<file path="src/hw/board_macros.svh">
`ifndef BOARD_MACROS_SVH
`define BOARD_MACROS_SVH

// Board geometry

`define W_DIGIT   8
`define W_LAB_SW  17
`define W_KEY     4
`define W_VALUE   32

//--------------------
// Divider defaults for a 50 MHz board clock

// About 1 ms per scan step
`define SCAN_DIV_DEFAULT  50000

// About 5 counts per second while run is on
`define TICK_DIV_DEFAULT  10000000

`endif
</file>
<file path="src/hw/board_pkg.sv">
`default_nettype none

`include "board_macros.svh"

package board_pkg;

    //--------------------
    // Dynamic display side

    // Active-high segments in abcdefgh order, a is the MSB, h is the decimal point
    typedef struct packed
    {
        logic a;
        logic b;
        logic c;
        logic d;
        logic e;
        logic f;
        logic g;
        logic h;
    } segment_t;

    // One-hot digit select with the pattern of the selected digit
    typedef struct packed
    {
        logic [`W_DIGIT - 1:0] digit;
        segment_t              seg;
    } scan_t;

    //--------------------
    // Static display side

    // Active-low pin pattern, segment a in bit 0 and g in bit 6
    typedef logic [6:0] static_digit_t;

    // HEX0 is element 0
    typedef static_digit_t [`W_DIGIT - 1:0] hex_bank_t;

endpackage

`default_nettype wire

</file>
<file path="src/hw/board_specific_top.sv">
`default_nettype none

`include "board_macros.svh"

module board_specific_top
    import board_pkg::*;
#(
    parameter int scan_div = `SCAN_DIV_DEFAULT,
    parameter int tick_div = `TICK_DIV_DEFAULT
)
(
    input  logic                   clk,
    input  logic                   rst,

    // Push buttons read low when pressed
    input  logic [`W_KEY - 1:0]    key,
    input  logic [`W_LAB_SW - 1:0] sw,

    output logic [17:0]            ledr,
    output logic [8:0]             ledg,

    output hex_bank_t              hex
);

    localparam int w_lab_led = 8;

    logic [`W_KEY - 1:0]    lab_key;
    logic [w_lab_led - 1:0] lab_led;
    logic [`W_DIGIT - 1:0]  dp_led;
    scan_t                  scan;

    //--------------------
    // Inputs

    assign lab_key = ~key;

    //--------------------
    // Lab logic

    lab_top
    #(
        .scan_div ( scan_div ),
        .tick_div ( tick_div )
    )
    i_lab_top
    (
        .clk      ( clk      ),
        .rst      ( rst      ),
        .key      ( lab_key  ),
        .sw       ( sw       ),
        .lab_led  ( lab_led  ),
        .scan     ( scan     )
    );

    //--------------------
    // Static seven-segment display

    static_seg_driver i_static_seg
    (
        .clk      ( clk      ),
        .rst      ( rst      ),
        .scan     ( scan     ),
        .hex      ( hex      ),
        .dp_led   ( dp_led   )
    );

    //--------------------
    // LED placement

    // Green LEDs show the low byte, the spare one stays dark
    assign ledg = {{($bits(ledg) - w_lab_led){1'b0}}, lab_led};

    // Decimal points go to the top red LEDs, dp of HEX0 on ledr[10]
    assign ledr = {dp_led, {($bits(ledr) - `W_DIGIT){1'b0}}};

endmodule

`default_nettype wire

</file>
<file path="src/hw/static_seg_driver.sv">
`default_nettype none

`include "board_macros.svh"

module static_seg_driver
    import board_pkg::*;
(
    input  logic                  clk,
    input  logic                  rst,
    input  scan_t                 scan,
    output hex_bank_t             hex,
    output logic [`W_DIGIT - 1:0] dp_led
);

    logic [$bits(segment_t) - 1:0] abcdefgh;
    logic [$bits(segment_t) - 1:0] hgfedcba;
    static_digit_t                 pattern;
    logic                          dp_bit;

    //--------------------
    // Pin order

    assign abcdefgh = scan.seg;

    // Mirror the byte so segment a lands in bit 0
    always_comb
    begin
        for (int i = 0; i < $bits(segment_t); i++)
            hgfedcba[i] = abcdefgh[$bits(segment_t) - 1 - i];
    end

    // Board segments light on a low level
    assign pattern = ~hgfedcba[$bits(static_digit_t) - 1:0];
    assign dp_bit  = hgfedcba[$bits(segment_t) - 1];

    //--------------------
    // Sticky digit registers

    // Each digit keeps what it last showed until the scan comes round again
    always_ff @(posedge clk or posedge rst)
    begin
        if (rst)
        begin
            hex    <= '1;
            dp_led <= '0;
        end
        else
        begin
            for (int i = 0; i < `W_DIGIT; i++)
            begin
                if (scan.digit[i])
                begin
                    hex[i]    <= pattern;
                    dp_led[i] <= dp_bit;
                end
            end
        end
    end

    // More than one select bit would write one pattern into several digits
    a_scan_onehot0: assert property (@(posedge clk) disable iff (rst)
        $onehot0(scan.digit));

endmodule

`default_nettype wire

</file>
<file path="src/hw/lab_top.sv">
`default_nettype none

`include "board_macros.svh"

module lab_top
    import board_pkg::*;
#(
    parameter int scan_div = `SCAN_DIV_DEFAULT,
    parameter int tick_div = `TICK_DIV_DEFAULT
)
(
    input  logic                   clk,
    input  logic                   rst,
    input  logic [`W_KEY - 1:0]    key,
    input  logic [`W_LAB_SW - 1:0] sw,
    output logic [7:0]             lab_led,
    output scan_t                  scan
);

    localparam int w_half = `W_VALUE / 2;

    logic                  run;
    logic                  tick;
    logic                  load_lo;
    logic                  load_hi;
    logic [`W_VALUE - 1:0] value;
    logic [`W_DIGIT - 1:0] dp;

    // Top switch is run, the rest feed the loads
    assign run     = sw[`W_LAB_SW - 1];
    assign load_lo = key[0];
    assign load_hi = key[1];

    //--------------------
    // Run tick

    slow_tick_gen
    #(
        .tick_div ( tick_div )
    )
    i_tick
    (
        .clk      ( clk      ),
        .rst      ( rst      ),
        .run      ( run      ),
        .tick     ( tick     )
    );

    //--------------------
    // Value register

    // Any load in a tick cycle cancels the increment
    always_ff @(posedge clk or posedge rst)
    begin
        if (rst)
        begin
            value <= '0;
        end
        else if (load_lo || load_hi)
        begin
            if (load_lo)
                value[w_half - 1:0] <= sw[w_half - 1:0];
            if (load_hi)
                value[`W_VALUE - 1:w_half] <= sw[w_half - 1:0];
        end
        else if (tick)
        begin
            value <= value + 1'b1;
        end
    end

    //--------------------
    // Display and LEDs

    // Only digit 0 carries a point, lit while counting
    assign dp      = {{(`W_DIGIT - 1){1'b0}}, run};
    assign lab_led = value[7:0];

    seven_seg_scanner
    #(
        .scan_div ( scan_div )
    )
    i_scanner
    (
        .clk      ( clk      ),
        .rst      ( rst      ),
        .value    ( value    ),
        .dp       ( dp       ),
        .scan     ( scan     )
    );

endmodule

`default_nettype wire

</file>
<file path="src/hw/seven_seg_scanner.sv">
`default_nettype none

`include "board_macros.svh"

module seven_seg_scanner
    import board_pkg::*;
#(
    parameter int scan_div = `SCAN_DIV_DEFAULT
)
(
    input  logic                  clk,
    input  logic                  rst,
    input  logic [`W_VALUE - 1:0] value,
    input  logic [`W_DIGIT - 1:0] dp,
    output scan_t                 scan
);

    localparam int w_pre = (scan_div > 1) ? $clog2(scan_div) : 1;

    localparam logic [w_pre - 1:0] pre_reload = w_pre'(scan_div - 1);

    logic [w_pre - 1:0]    pre;
    logic [`W_DIGIT - 1:0] digit;
    logic [3:0]            nibble;
    logic                  dp_sel;

    // Hex digit to abcdefg, a in the MSB
    function automatic logic [6:0] hex_to_abcdefg(input logic [3:0] hex);
        case (hex)
            4'h0:    return 7'b1111110;
            4'h1:    return 7'b0110000;
            4'h2:    return 7'b1101101;
            4'h3:    return 7'b1111001;
            4'h4:    return 7'b0110011;
            4'h5:    return 7'b1011011;
            4'h6:    return 7'b1011111;
            4'h7:    return 7'b1110000;
            4'h8:    return 7'b1111111;
            4'h9:    return 7'b1111011;
            4'ha:    return 7'b1110111;
            4'hb:    return 7'b0011111;
            4'hc:    return 7'b1001110;
            4'hd:    return 7'b0111101;
            4'he:    return 7'b1001111;
            default: return 7'b1000111;
        endcase
    endfunction

    //--------------------
    // Digit rotation

    // The select is empty for the first cycle out of reset, then one-hot from digit 0
    always_ff @(posedge clk or posedge rst)
    begin
        if (rst)
        begin
            pre   <= pre_reload;
            digit <= '0;
        end
        else if (digit == '0)
        begin
            pre   <= pre_reload;
            digit <= `W_DIGIT'(1);
        end
        else if (pre == '0)
        begin
            pre   <= pre_reload;
            digit <= {digit[`W_DIGIT - 2:0], digit[`W_DIGIT - 1]};
        end
        else
        begin
            pre <= pre - 1'b1;
        end
    end

    //--------------------
    // Pattern of the selected digit

    always_comb
    begin
        nibble = '0;
        dp_sel = 1'b0;
        for (int i = 0; i < `W_DIGIT; i++)
        begin
            if (digit[i])
            begin
                nibble = value[4 * i +: 4];
                dp_sel = dp[i];
            end
        end
    end

    assign scan.digit = digit;
    assign scan.seg   = {hex_to_abcdefg(nibble), dp_sel};

    a_digit_onehot: assert property (@(posedge clk) disable iff (rst)
        $onehot0(scan.digit));

    // Only the single cycle right after reset may have an empty select
    a_digit_live: assert property (@(posedge clk) disable iff (rst)
        !$past(rst) |-> scan.digit != '0);

endmodule

`default_nettype wire

</file>
<file path="src/hw/slow_tick_gen.sv">
`default_nettype none

`include "board_macros.svh"

module slow_tick_gen
#(
    parameter int tick_div = `TICK_DIV_DEFAULT
)
(
    input  logic clk,
    input  logic rst,
    input  logic run,
    output logic tick
);

    localparam int w_cnt = (tick_div > 1) ? $clog2(tick_div) : 1;

    localparam logic [w_cnt - 1:0] cnt_reload = w_cnt'(tick_div - 1);

    logic [w_cnt - 1:0] cnt;

    // Held at the reload value while run is off, so each run phase starts a full period
    always_ff @(posedge clk or posedge rst)
    begin
        if (rst)
        begin
            cnt  <= cnt_reload;
            tick <= 1'b0;
        end
        else if (!run)
        begin
            cnt  <= cnt_reload;
            tick <= 1'b0;
        end
        else if (cnt == '0)
        begin
            cnt  <= cnt_reload;
            tick <= 1'b1;
        end
        else
        begin
            cnt  <= cnt - 1'b1;
            tick <= 1'b0;
        end
    end

    // A strobe, never a level, once the divider is real
    a_tick_strobe: assert property (@(posedge clk) disable iff (rst)
        (tick_div > 1) && tick |=> !tick);

endmodule

`default_nettype wire

</file>
<file path="config.mk">
export PLATFORM = sky130hd
export DESIGN_NAME = board_specific_top
export DESIGN_NICKNAME = d
export VERILOG_FILES = /design/src/hw/board_pkg.sv /design/src/hw/board_specific_top.sv /design/src/hw/static_seg_driver.sv /design/src/hw/lab_top.sv /design/src/hw/seven_seg_scanner.sv /design/src/hw/slow_tick_gen.sv
export VERILOG_INCLUDE_DIRS = /design/src /design/src/hw
export SDC_FILE = /design/constraint.sdc
export NUM_CORES = 1
export LEC_CHECK = 0
export BUFFER_PORTS_ARGS = -buffer_cell sky130_fd_sc_hd__buf_4
export CORE_MARGIN = 1.5
export CORE_UTILIZATION = 45
export DETAILED_ROUTE_END_ITERATION = 8
export HOLD_SLACK_MARGIN = 0.02
export PLACE_DENSITY_LB_ADDON = 0.2
export SLEW_MARGIN = 10
export SYNTH_ARGS = -nofsm -noshare
export SYNTH_HDL_FRONTEND = slang
export SYNTH_SLANG_ARGS = --single-unit
</file>
<file path="constraint.sdc">
create_clock -name clk -period 9.11 [get_ports clk]
set_input_delay 1.822 -clock clk [delete_from_list [all_inputs] [get_ports clk]]
set_output_delay 1.822 -clock clk [all_outputs]
set_load 0.005 [all_outputs]
</file>
==> reports/qor.yml <==
clk_latency_ps: 430
cp_max_fo: 22
status: "finished, final reports clean"
clock_skew_ps: 11.6
yosys.area.top_type: "dfstp_2"
first_iter_violations: 426
total_leakage_power_nw: 3.62
postSynthAreaPerCell_sq_um: 9.71
fin_crit_ps: 3850
via_per_inst: 5.76
tightest_slew_ps: 1160
dp_hpwl_microns: 12700
grt.overflow.total: 0
ant_nets: 0
comb_power_share: 0.100
switchingPower_uw: 416
globalplace.congestion: 0.902
die_area_sq_um: 17100
worstPathRequired_ps: 9420
drc: 0
antenna_found_initial: 0
cts-root-buf: "clkbuf_16"
period_share: 0.423
dr.pass1.iters: 5
synth-seq-area-share: 0.508
dieHeight_microns: 131
yosysTopAreaCellShare: 0.283
grt_pass1_vias: 5878
ys_types: 71
numCtsBuffers: 17
finalSetupViolations: 0
wl_per_cell_microns: 17.7
synthCells: 756
finalSetupTns_ps: 0
power_frac_clock: 0.442
portBuffers: 92
crit_type: "flop to flop"
io_pins: 106
internal-power_mw: 1.13
rsz0062_at_grt: "false"
p_per_area_nw_per_um2: 179
max_freq_mhz: 260
cts_tree: "built"
netSwitchingFraction: 0.269
endpoint_kind: "flop"
area_growth_pct: 17.8
slew_headroom: 0.225
crit_path_start_kind: "flop"
fin_hold_ws_ps: 456
async_flop_share: 1.00
wirelength_microns: 18600
initial_core_util: 0.462
grt_max_degree: 75
final_core_util: 0.545
yosys-top-cells-area: "dfstp_2, dfrtp_1, nor2_1, a21oi_1, nand2_1"
drv_cap: 0
netlist_area_sq_um: 7340
cts-resized-gates: 0
nets: 858
hold_path_class: "flop to flop"
vias: 6064
n_fill_cell: 1452
synth_edf_count: 0
slew_viol_final: 0
rows: 46
die_width_microns: 131
postCtsSetupRepairBufs: 0
yosysMostFrequentCell: "nor2_1"
synth-seq-cells: 145
synthTopCellsByCount: "nor2_1, dfstp_2, nand2_1"
cp.arrival_ps: 4170
cts_sinks: 145
power_frac_seq: 0.458
holdBufCountCts: 0
vdd_drop_max_mv: 0.142
ys.flop_type: "dfstp_2"
diodes: 0
final_layout_size_suffix_gt1_frac: 0.287
grt_usage: 0.231
grt_pass1_wl_microns: 30500
final-hold-violation-count: 0
yosysWarnings: 0
h-tree-depth: 4
core_area_sq_um: 15900
cts_buffer_depth: 2
path_clk_slew_ps: 60
==> worst paths after layout <==
check / start / to / slack [ps] / cells after the start
hold reg to reg: i_lab_top.i_scanner.pre[0]$_DFF_PP1_ / i_lab_top.i_scanner.pre[0]$_DFF_PP1_ / 460 / 1
max in group asynchronous: rst / i_lab_top.value[14]$_DFFE_PP0P_ / 6230 / 3
min in group asynchronous: rst / i_lab_top.i_scanner.pre[5]$_DFF_PP0_ / 1500 / 2
hold / removal: i_lab_top.i_scanner.pre[0]$_DFF_PP1_ / i_lab_top.i_scanner.pre[0]$_DFF_PP1_ / 460 / 1
setup reg to reg: i_lab_top.i_scanner.digit[0]$_DFFE_PP0P_ / i_static_seg.hex[37]$_DFFE_PP1P_ / 5260 / 8
setup / recovery: i_lab_top.i_scanner.digit[0]$_DFFE_PP0P_ / i_static_seg.hex[37]$_DFFE_PP1P_ / 5260 / 8
==> metrics by stage <==
step	cell area (sq um)	total power [mW]	setup WS [ps]	std cells
finish	8650	1.54	5260	1052
global placement	8070	0.865	5340	1020
global route	8650	1.61	5050	1052
detailed placement	8070	0.869	5300	1020
floorplan	7380	0.812	3520	766
CTS	8640	1.56	5310	1052
==> power by group through the flow <==
stage	combinational (mW)	sequential [mW]	clock, mW
global placement	0.150	0.715	0
detailed placement	0.154	0.715	0
global route	0.172	0.710	0.725
finish	0.155	0.706	0.683
CTS	0.155	0.705	0.698
floorplan	0.109	0.704	0
==> layout by cell type (no fill, tap or decap), drive strengths merged, types with 5 or more instances in the layout <==
cell type	Yosys	final
nor2b	12	12
or4	6	6
dfstp	79	79
o22ai	14	14
nand3	24	24
nor3	14	14
clkbuf	32	19
and2	5	5
buf	23	93
ha	12	12
a21oi	60	60
inv	26	32
nand4	13	13
nor2	90	90
nand3b	7	7
mux2	12	12
conb	1	11
nand2	77	77
o21ai	31	31
xnor2	22	22
nor4	11	11
a31oi	39	39
o211ai	5	5
dfrtp	66	66
xor2	14	14
==> sequential cells by signal, summed over array words and instances, names as in the netlist <==
name / cells
i_static_seg.hex: 56
i_lab_top.i_scanner.digit: 8
i_lab_top.value: 32
i_static_seg.dp_led: 8
i_lab_top.i_scanner.pre: 16
i_lab_top.i_tick.tick: 1
i_lab_top.i_tick.cnt: 24
==> critical path, cell delays in order, from the launching register on <==
cell and delay (ps):
dfrtp_1 890, nor2b_1 340, a221oi_1 140, or4_1 460
a21oi_1 440, inv_1 190, ha_1 260, a22oi_1 830
a21oi_1 180
==> routing by layer <==
metal,routed length (microns),up-vias,track usage
met4,449,0,0.0924
li1,-,2801,-
met2,8560,225,0.357
met3,1220,41,0.0558
met5,0,-,0
met1,8360,2997,0.315
==> kinds of logic after synthesis <==
family	Yosys count	synth area share
flip-flops	145	0.508
other	1	0.000511
AND/OR/NAND/NOR	282	0.196
XOR/XNOR	36	0.0430
AO/OA/AOI/OAI	185	0.160
multiplexers	14	0.0211
adder cells (fa/ha/maj)	12	0.0205
buffers and inverters	81	0.0518
==> area by class of cell <==
cell class,count,area (sq um),area share
clock buffer,19,454,0.0525
timing repair buffer,93,698,0.0807
clock inverter,13,121,0.0140
inverter,26,103,0.0119
sequential,145,3730,0.431
tap,216,270,0.0312
multi-input combinational,540,3280,0.379
No activity file was read; power rests on OpenSTA's default activity.
